$ cat config.mk
export PLATFORM = sky130hd
export DESIGN_NAME = trace_top
export DESIGN_NICKNAME = d
export VERILOG_FILES = /design/src/hw/trace_pkg.sv /design/src/hw/retire_capture.sv /design/src/hw/trace_packetizer.sv /design/src/hw/trigger_detect.sv /design/src/hw/trace_top.sv
export VERILOG_INCLUDE_DIRS = /design/src /design/src/include
export SDC_FILE = /design/constraint.sdc
export NUM_CORES = 1
export LEC_CHECK = 0
export ABC_AREA = 1
export BUFFER_PORTS_ARGS = -buffer_cell sky130_fd_sc_hd__buf_2
export CAP_MARGIN = 40
export CORE_ASPECT_RATIO = 1.4
export CORE_MARGIN = 2
export CORE_UTILIZATION = 59
export CTS_CLUSTER_DIAMETER = 80
export DETAILED_ROUTE_END_ITERATION = 6
export GPL_TIMING_DRIVEN = 1
export PLACE_DENSITY_LB_ADDON = 0.25
export SYNTH_ARGS = -nofsm -noshare
export SYNTH_HDL_FRONTEND = slang
export SYNTH_SLANG_ARGS = --single-unit
$ cat constraint.sdc
create_clock -name clk -period 7.9 [get_ports clk]
set_clock_uncertainty 0.2 [all_clocks]
set_input_delay 0.395 -clock clk [delete_from_list [all_inputs] [get_ports clk]]
set_output_delay 0.395 -clock clk [all_outputs]
set_load 0.02 [all_outputs]
$ cat src/include/trace_config.svh
// trace path constants for widths, packet shape, gap and trigger word; include where needed
`ifndef TRACE_CONFIG_SVH
`define TRACE_CONFIG_SVH

// datapath widths
`define TRACE_XLEN 32
`define TRACE_WORD_W 32
`define TRACE_SEQ_W 16

// packet shape
`define TRACE_PKT_WORDS 4

// idle beats between packets on the transmit stream
`define TRACE_GAP_CYCLES 8

// first word of a received frame that fires the debug trigger ("TRIG")
`define TRACE_TRIGGER_WORD 32'h5452_4947

`endif

$ cat src/hw/trace_pkg.sv
// shared types for the retire trace path; imported by the RTL modules and the testbench
`include "trace_config.svh"

package trace_pkg;

  typedef logic [`TRACE_XLEN-1:0]   xlen_t;        // pc or register value
  typedef logic [`TRACE_WORD_W-1:0] trace_word_t;  // one stream word
  typedef logic [4:0]               reg_addr_t;    // integer register index
  typedef logic [`TRACE_SEQ_W-1:0]  seq_t;         // packet sequence number

  // privilege level of the retiring instruction
  typedef enum logic [1:0] {
    priv_user    = 2'd0,
    priv_super   = 2'd1,
    priv_machine = 2'd3
  } priv_mode_t;

  // packetizer fsm
  typedef enum logic [1:0] {
    pkt_idle,
    pkt_send,
    pkt_gap
  } pkt_state_t;

endpackage

$ cat src/hw/retire_capture.sv
// one-entry buffer for a retired instruction record; stalls the core until the packetizer takes it
`timescale 1ns/1ns

module retire_capture import trace_pkg::*; (
  input  logic        clk,
  input  logic        rst,

  // retire strobe and fields from the core
  input  logic        retire,
  input  xlen_t       pc,
  input  trace_word_t instr,
  input  logic        gpr_wen,
  input  reg_addr_t   gpr_addr,
  input  xlen_t       gpr_value,
  input  logic        trap,
  input  priv_mode_t  priv,

  // hand-off to the packetizer
  input  logic        take,
  output logic        stall,
  output logic        rec_pending,
  output xlen_t       rec_pc,
  output trace_word_t rec_instr,
  output logic        rec_gpr_wen,
  output reg_addr_t   rec_gpr_addr,
  output xlen_t       rec_gpr_value,
  output logic        rec_trap,
  output priv_mode_t  rec_priv
);

  logic pending_q;

  //////////////////////////////////////////////////
  // pending flag
  //////////////////////////////////////////////////

  // retire only arrives while stall is low, so it never meets take
  always_ff @(posedge clk) begin
    if (rst) begin
      pending_q <= 1'b0;
    end else if (retire) begin
      pending_q <= 1'b1;
    end else if (take) begin
      pending_q <= 1'b0;
    end
  end

  assign rec_pending = pending_q;
  assign stall       = pending_q;  // core holds off until the buffer drains

  //////////////////////////////////////////////////
  // record buffer
  //////////////////////////////////////////////////

  always_ff @(posedge clk) begin
    if (retire) begin
      rec_pc        <= pc;
      rec_instr     <= instr;
      rec_gpr_wen   <= gpr_wen;
      rec_gpr_addr  <= gpr_addr;
      rec_gpr_value <= gpr_wen ? gpr_value : '0;  // no write, report zero
      rec_trap      <= trap;
      rec_priv      <= priv;
    end
  end

endmodule

$ cat src/hw/trace_packetizer.sv
// serializes a captured record into a four-word stream packet with sequence number and idle gap
`timescale 1ns/1ns
`include "trace_config.svh"

module trace_packetizer import trace_pkg::*; (
  input  logic        clk,
  input  logic        rst,

  // record from the capture buffer
  input  logic        rec_pending,
  input  xlen_t       rec_pc,
  input  trace_word_t rec_instr,
  input  logic        rec_gpr_wen,
  input  reg_addr_t   rec_gpr_addr,
  input  xlen_t       rec_gpr_value,
  input  logic        rec_trap,
  input  priv_mode_t  rec_priv,
  output logic        take,

  // transmit stream
  output trace_word_t tx_data,
  output logic        tx_valid,
  output logic        tx_last,
  input  logic        tx_ready
);

  localparam int unsigned IDX_W = $clog2(`TRACE_PKT_WORDS);
  localparam int unsigned GAP_W = $clog2(`TRACE_GAP_CYCLES);
  localparam int unsigned PAD_W = `TRACE_WORD_W - `TRACE_SEQ_W - 9;

  // idle takes the final gap cycle, so gap itself lasts one less
  localparam logic [GAP_W-1:0] GAP_LAST = GAP_W'(`TRACE_GAP_CYCLES - 2);
  localparam logic [IDX_W-1:0] IDX_LAST = IDX_W'(`TRACE_PKT_WORDS - 1);

  pkt_state_t       state_q;
  logic [IDX_W-1:0] idx_q;
  logic [GAP_W-1:0] gap_q;
  seq_t             seq_q;
  trace_word_t      pkt_q [`TRACE_PKT_WORDS];
  logic             beat;
  logic             last_beat;

  assign take      = (state_q == pkt_idle) && rec_pending;
  assign tx_valid  = (state_q == pkt_send);
  assign tx_data   = pkt_q[idx_q];
  assign tx_last   = tx_valid && (idx_q == IDX_LAST);
  assign beat      = tx_valid && tx_ready;
  assign last_beat = beat && (idx_q == IDX_LAST);

  //////////////////////////////////////////////////
  // packet register
  //////////////////////////////////////////////////

  always_ff @(posedge clk) begin
    if (take) begin
      pkt_q[0] <= rec_pc;
      pkt_q[1] <= rec_instr;
      pkt_q[2] <= rec_gpr_value;
      pkt_q[3] <= {rec_trap, rec_priv, rec_gpr_wen, rec_gpr_addr, {PAD_W{1'b0}}, seq_q};
    end
  end

  //////////////////////////////////////////////////
  // control fsm
  //////////////////////////////////////////////////

  always_ff @(posedge clk) begin
    if (rst) begin
      state_q <= pkt_idle;
      idx_q   <= '0;
      gap_q   <= '0;
      seq_q   <= '0;
    end else begin
      unique case (state_q)
        pkt_idle: begin
          if (take) begin
            state_q <= pkt_send;
            idx_q   <= '0;
          end
        end
        pkt_send: begin
          if (last_beat) begin
            state_q <= pkt_gap;
            gap_q   <= '0;
            seq_q   <= seq_q + 1'b1;  // wraps
          end else if (beat) begin
            idx_q <= idx_q + 1'b1;
          end
        end
        pkt_gap: begin
          if (gap_q == GAP_LAST) state_q <= pkt_idle;
          else gap_q <= gap_q + 1'b1;
        end
        default: state_q <= pkt_idle;
      endcase
    end
  end

endmodule

$ cat src/hw/trigger_detect.sv
// watches the received word stream and pulses the debug trigger when a frame opens with the trigger word
`timescale 1ns/1ns
`include "trace_config.svh"

module trigger_detect import trace_pkg::*; (
  input  logic        clk,
  input  logic        rst,
  input  trace_word_t rx_data,
  input  logic        rx_valid,
  input  logic        rx_last,
  output logic        ila_trigger
);

  logic first_q;  // next valid beat opens a frame
  logic hit;

  //////////////////////////////////////////////////
  // frame boundary tracking
  //////////////////////////////////////////////////

  always_ff @(posedge clk) begin
    if (rst) begin
      first_q <= 1'b1;
    end else if (rx_valid) begin
      first_q <= rx_last;  // a last beat re-arms the first-word flag
    end
  end

  // only the opening word of a frame counts
  assign hit = rx_valid && first_q && (rx_data == `TRACE_TRIGGER_WORD);

  //////////////////////////////////////////////////
  // trigger pulse
  //////////////////////////////////////////////////

  always_ff @(posedge clk) begin
    if (rst) begin
      ila_trigger <= 1'b0;
    end else begin
      ila_trigger <= hit;  // single cycle, one per matching beat
    end
  end

endmodule

$ cat src/hw/trace_top.sv
// top of the retire trace path; connects capture, packetizer and trigger monitor to the pins
`timescale 1ns/1ns

module trace_top import trace_pkg::*; (
  input  logic        clk,
  input  logic        rst,

  // retire link from the core
  input  logic        retire,
  input  xlen_t       pc,
  input  trace_word_t instr,
  input  logic        gpr_wen,
  input  reg_addr_t   gpr_addr,
  input  xlen_t       gpr_value,
  input  logic        trap,
  input  priv_mode_t  priv,
  output logic        stall,

  // transmit stream
  output trace_word_t tx_data,
  output logic        tx_valid,
  output logic        tx_last,
  input  logic        tx_ready,

  // receive stream
  input  trace_word_t rx_data,
  input  logic        rx_valid,
  input  logic        rx_last,
  output logic        ila_trigger
);

  // record hand-off between capture and packetizer
  logic        take;
  logic        rec_pending;
  xlen_t       rec_pc;
  trace_word_t rec_instr;
  logic        rec_gpr_wen;
  reg_addr_t   rec_gpr_addr;
  xlen_t       rec_gpr_value;
  logic        rec_trap;
  priv_mode_t  rec_priv;

  retire_capture u_retire_capture (
    .clk, .rst, .retire, .pc, .instr, .gpr_wen, .gpr_addr, .gpr_value, .trap, .priv,
    .take, .stall, .rec_pending, .rec_pc, .rec_instr, .rec_gpr_wen, .rec_gpr_addr,
    .rec_gpr_value, .rec_trap, .rec_priv
  );

  trace_packetizer u_trace_packetizer (
    .clk, .rst, .rec_pending, .rec_pc, .rec_instr, .rec_gpr_wen, .rec_gpr_addr,
    .rec_gpr_value, .rec_trap, .rec_priv, .take,
    .tx_data, .tx_valid, .tx_last, .tx_ready
  );

  trigger_detect u_trigger_detect (
    .clk, .rst, .rx_data, .rx_valid, .rx_last, .ila_trigger
  );

endmodule

==> impl_metrics.toml, run 1 <==
[detailed_routing]
drtAntennaViolNets = 0
drt_iter0_drc = 442
detail_route.vias_per_cell = 5.36
via_count = 6454
routedWlPerCell_microns = 18.2
drt_first_pass_iters = 5
routed_wl_mm = 21.9
drcViolationCount = 0

[cts]
clockBufferDepth = 3
cts_buffers = 24
clk_latency_ns = 0.51
htree_levels = 1
clock_sinks = 254
cts_tree = "yes"
clk_pin_slew_ns = 0.06
ctsResizeCount = 0
cts_hold_buffers = 111
postCtsSetupBuffers = 0
root_buffer = "clkbuf_16"

[floorplan]
initial_core_util = 0.601
num_rows = 54
io_pins = 179
die_x_microns = 111
die_h_microns = 153
core_sq_um = 15600
dieArea_sq_um = 16900

[global_routing]
grt_pass1_wl_mm = 34.3
antenna_found_initial = 1
grt_usage = 0.258
grt_pass1_vias = 6815
gr-total-overflow = 0
grt_start_max_net_pins = 62

[pwr]
ir_drop_mv = 0.252
netSwitchingFraction = 0.297
p_total_uw = 3700
power_switching_uw = 1100
powerDensity_nw_per_um2 = 297
clkPwrFrac = 0.314
intPower_uw = 2610
p_seq_frac = 0.458
leakage_uw = 0.00500
combPwrFrac = 0.228

[flow_run]
cap_viol_max_count = 0

[synth]
synth-main-ff-cell = "edfxtp_1"
avgSynthCellArea_sq_um = 13.6
synthArstFlopShare = 0
ys_types = 32
syn_inst = 690
synth_common_cells = "edfxtp_1, nor2_1, nand2_1"
yosysMostFrequentCell = "edfxtp_1"
syn_area_sq_um = 9380
syn_nets = 842
ys_ff_latch = 254
yosys_warnings = 0
yosys.area.top_type_share = 0.723
ys_seq_area_frac = 0.783
yosysTopAreaCell = "edfxtp_1"
synth_edf_count = 226
synth.area.top_cells = "edfxtp_1, dfxtp_1, nor2_1"

[worst_setup_path]
cp_max_fo = 33
required_ns = 7.30
cp.arrival_ns = 2.33
critical_path_class = "flop to output port"
crit_path_start_kind = "flop"
end_kind = "output port"

[cells_and_area]
layout.nets = 1141
nFillCells = 828
final-seq-area_sq_um = 7350
area_growth_pct = 32.8
drive_gt1_frac = 0.237
multi_input_area_sq_um = 1680
fin_util = 0.798

[sta]
slew_headroom = 0.488
maxSlewViolCount = 0
min_period_over_period = 0.370
fin_crit_ns = 2.92
finalSetupTns_ns = 0
final-setup-viol-count = 0
hold_viol = 0
rsz0062_at_grt = "false"
tightest_slew_ns = 0.768
max_freq_ghz = 0.342

[placed_design]
globalplace.congestion = 0.850
numPortBuffers = 178
hpwl_mm = 11.9

[status]
status = "completed"

[hold_path]
hp-class = "primary input to flop"
[final cells by class]
| cell class | count | share of cell area |
|---|---|---|
| flip-flops and latches | 254 | 0.590 |
| well taps | 196 | 0.0197 |
| inverters | 68 | 0.0207 |
| clock buffers | 32 | 0.0547 |
| diodes | 1 | 0.000201 |
| clock inverters | 12 | 0.0102 |
| repair buffers | 296 | 0.169 |
| multi-input cells | 345 | 0.135 |
[worst paths after layout]
kind,slack (ns),startpoint,cells after the start,end
min,0.07,rx_data[10],5,u_trigger_detect.ila_trigger$_SDFF_PP0_
max,4.98,flop,6,tx_data[18]
max reg2reg,5.20,u_trace_packetizer.state_q[1]$_SDFFE_PP0P_,5,u_trace_packetizer.pkt_q[0][8]$_DFFE_PP_
min reg2reg,0.21,u_retire_capture.rec_pc[14]$_DFFE_PP_,0,u_trace_packetizer.pkt_q[0][14]$_DFFE_PP_
[power by group through the flow]
stage	Clock [uW]	Combinational, uW	Sequential (uW)
after floorplan	0	476	1720
after global placement	0	732	1710
after detailed placement	0	780	1720
after CTS	1170	828	1700
after global routing	1230	914	1710
final	1160	843	1700
[layer usage]
| layer | vias up | track usage | wire length, microns |
|---|---|---|---|
| li1 | 3019 | - | - |
| met1 | 3069 | 0.288 | 7710 |
| met2 | 306 | 0.487 | 11900 |
| met3 | 60 | 0.0448 | 1510 |
| met4 | 0 | 0.0982 | 759 |
| met5 | - | 0 | 0 |
[placed cells by master (no fill, tap or decap), types with 3 or more instances in the layout]
master	instances
clkbuf_16	25
inv_1	63
o22ai_1	25
o21ai_0	74
nand2_1	76
dlygate4sd3_1	111
buf_2	177
buf_4	5
nand4_1	6
clkbuf_8	3
ha_1	9
clkinv_2	4
nand3_1	16
nor2_1	102
edfxtp_1	226
dfxtp_1	27
nand3b_1	4
clkinv_1	3
clkbuf_1	4
a21oi_1	14
[sequential cells by signal, summed over array words and instances, names as in the netlist, named ones only]
| register | cells |
|---|---|
| u_retire_capture.rec_gpr_addr | 5 |
| u_retire_capture.rec_gpr_value | 32 |
| u_retire_capture.rec_gpr_wen | 1 |
| u_retire_capture.rec_instr | 32 |
| u_retire_capture.rec_pc | 32 |
| u_retire_capture.rec_pending | 1 |
| u_retire_capture.rec_priv | 2 |
| u_retire_capture.rec_trap | 1 |
| u_trace_packetizer.gap_q | 3 |
| u_trace_packetizer.idx_q | 2 |
| u_trace_packetizer.pkt_q | 121 |
| u_trace_packetizer.seq_q | 16 |
| u_trace_packetizer.state_q | 2 |
| u_trigger_detect.first_q | 1 |
| u_trigger_detect.ila_trigger | 1 |
[stage by stage]
stage               instances  hold slack [ns]  area (sq um)  setup WS (ns)
finish                   1204           0.0693         12500           4.98
global route             1204           0.0915         12500           4.89
CTS                      1203           0.0545         12500           5.06
detailed placement       1048            0.205         10500           5.20
global placement         1045            0.202         10500           5.34
floorplan                 690            0.200          9380           4.23
[critical path: stages, from the launching register on]
cell,delay [ns]
dfxtp_1,0.30
buf_4,0.23
inv_1,0.41
buf_16,0.22
o21ai_0,0.10
o21ai_0,0.30
buf_2,0.25
[cell families (layout without fill, tap and decap cells)]
kind of cell / count (synthesis) / after routing / synth area share
compound gates: 118 / 118 / 0.0679
xor+xnor: 1 / 1 / 0.000934
fa+ha+maj: 9 / 9 / 0.0120
buf+inv: 91 / 408 / 0.0373
flops: 254 / 254 / 0.783
other cells: 0 / 1 / 0
simple gates: 217 / 217 / 0.0987
Power figures use the tool's default switching activity.
==> inputs of run 2 (changes only) <==
- CORE_UTILIZATION: 59 -> 55
- clock period: 7.9 -> 3 ns (I/O delays scaled with it)
==> impl_metrics.toml, run 2 (synthesized netlist as in run 1, its figures left out) <==
[global_routing]
grt_pass1_wl_mm = 30.7
grt_usage = 0.220
antenna_found_initial = 1
grt_pass1_vias = 6561
grt_start_max_net_pins = 58
gr-total-overflow = 0

[sta]
fin_crit_ns = 2.67
tightest_slew_ns = 0.816
max_freq_ghz = 0.375
finalSetupTns_ns = 0
fin_ws_ns = 0.331
fin_hold_ws_ns = 0.0375
maxSlewViolCount = 0
hold_viol = 0
rsz0062_at_grt = "false"
final-setup-viol-count = 0
min_period_over_period = 0.890
slew_headroom = 0.455

[cells_and_area]
largest_reg_flops = 121
layout_commonest_cell = "edfxtp_1"
drive_gt1_frac = 0.238
nFillCells = 1025
layout.nets = 1142
final_cells = 1207
regMostFlops = "u_trace_packetizer.pkt_q"
final_cell_mix = "edfxtp_1, buf_2, dlygate4sd3_1, nor2_1, nand2_1"
area_growth_pct = 32.3

[worst_setup_path]
cp_max_fo = 1
end_kind = "flop"
slowest_stage = "dlygate4sd3_1"
crit_path_start_kind = "primary input"
crit_chain = "dlygate4sd3_1 > buf_2 > nor4_1 > dlygate4sd3_1 > nand3_1 > dlygate4sd3_1 > nor2_1 > dlygate4sd3_1"
critPathLaunch = "rx_data[27]"
critPathMaxStageDelay_ns = 0.58
r2r_setup_slack_ns = 0.68
critPathMostFrequentCell = "dlygate4sd3_1"
required_ns = 3.24
critical_path_class = "primary input to flop"
reg2reg_depth = 5
r2r-start = "u_trace_packetizer.state_q[0]$_SDFFE_PP0P_"
cp.arrival_ns = 2.91
reg2reg_to = "u_trace_packetizer.pkt_q[0][9]$_DFFE_PP_"

[cts]
clock_sinks = 254
clk_pin_slew_ns = 0.07
clk_latency_ns = 0.50
htree_levels = 1
cts_buffers = 22
clockBufferDepth = 3
cts_tree = "yes"
root_buffer = "clkbuf_16"

[detailed_routing]
detail_route.vias_per_cell = 5.27
drt_first_pass_iters = 5
drt_iter0_drc = 264
routedWlPerCell_microns = 16.9
drcViolationCount = 0
via_count = 6355
drtAntennaViolNets = 0
routed_wl_mm = 20.4

[floorplan]
die_x_microns = 114
num_rows = 56
initial_core_util = 0.560
core_sq_um = 16700
dieArea_sq_um = 18100
io_pins = 179
die_h_microns = 159

[placed_design]
numPortBuffers = 178
globalplace.congestion = 0.842
hpwl_mm = 11.8
placed_cells = 1057
pre_cts_slack_ns = 0.694

[hold_path]
hp-start = "retire"
hold_depth = 1
hold_path_end = "u_retire_capture.rec_pc[20]$_DFFE_PP_"
hp-class = "primary input to flop"

[pwr]
leakage_uw = 0.00497
ir_drop_mv = 0.633
powerDensity_nw_per_um2 = 770

[status]
status = "completed"

[flow_run]
cap_viol_max_count = 0
[run 2: final cells by class]
cell class / count / area, sq um / share of cell area
flip-flops and latches: 254 / 7350 / 0.592
repair buffers: 299 / 2110 / 0.170
clock buffers: 26 / 587 / 0.0473
well taps: 203 / 254 / 0.0205
clock inverters: 11 / 155 / 0.0125
multi-input cells: 345 / 1700 / 0.137
inverters: 68 / 259 / 0.0209
diodes: 1 / 2.50 / 0.000202
[run 2: layer usage]
layer / GRT usage / wire [microns] / up-vias
met3: 0.0396 / 1180 / 68
met1: 0.235 / 7370 / 2998
met2: 0.420 / 11100 / 263
li1: - / - / 3026
met5: 0 / 0 / -
met4: 0.0929 / 787 / 0
[run 2: metrics by stage]
stage / util / instance area, sq um / power [uW]
after floorplan: - / 9400 / 5790
after global placement: 0.630 / 10500 / 6520
after detailed placement: 0.630 / 10500 / 6600
after CTS: 0.741 / 12400 / 9590
after global routing: 0.741 / 12400 / 9940
final: 0.741 / 12400 / 9560
[run 2: timing repair]
item	in CTS	in global routing
gates resized for setup	0	0
setup endpoints to repair	0	0
hold buffers	112	0
endpoints found under the hold margin	114	0
buffers inserted	0	0
[run 2: how the worst max path moves through the flow]
stage | end | slack, ns | cells after the start
2_1_floorplan | u_trace_packetizer.pkt_q[0][0]$_DFFE_PP_ | 0.008 | 4
3_3_place_gp | u_trace_packetizer.pkt_q[0][12]$_DFFE_PP_ | 0.77 | 5
3_5_place_dp | u_trace_packetizer.pkt_q[0][10]$_DFFE_PP_ | 0.69 | 5
4_1_cts | u_trigger_detect.ila_trigger$_SDFF_PP0_ | 0.39 | 8
5_1_grt | u_trigger_detect.ila_trigger$_SDFF_PP0_ | 0.21 | 8
6_report | u_trigger_detect.ila_trigger$_SDFF_PP0_ | 0.33 | 8
[run 2: where the power goes]
part	switching (uW)	leakage (uW)	internal [uW]
Clock	1170	0.000364	1740
Sequential	124	0.00238	4340
Combinational	1470	0.00223	720
[run 2: worst max-delay path: cells and delay by family]
kind / cells / cell delay, ns
and+or+nand+nor: 3 / 0.40
buffers and inverters: 5 / 2.36
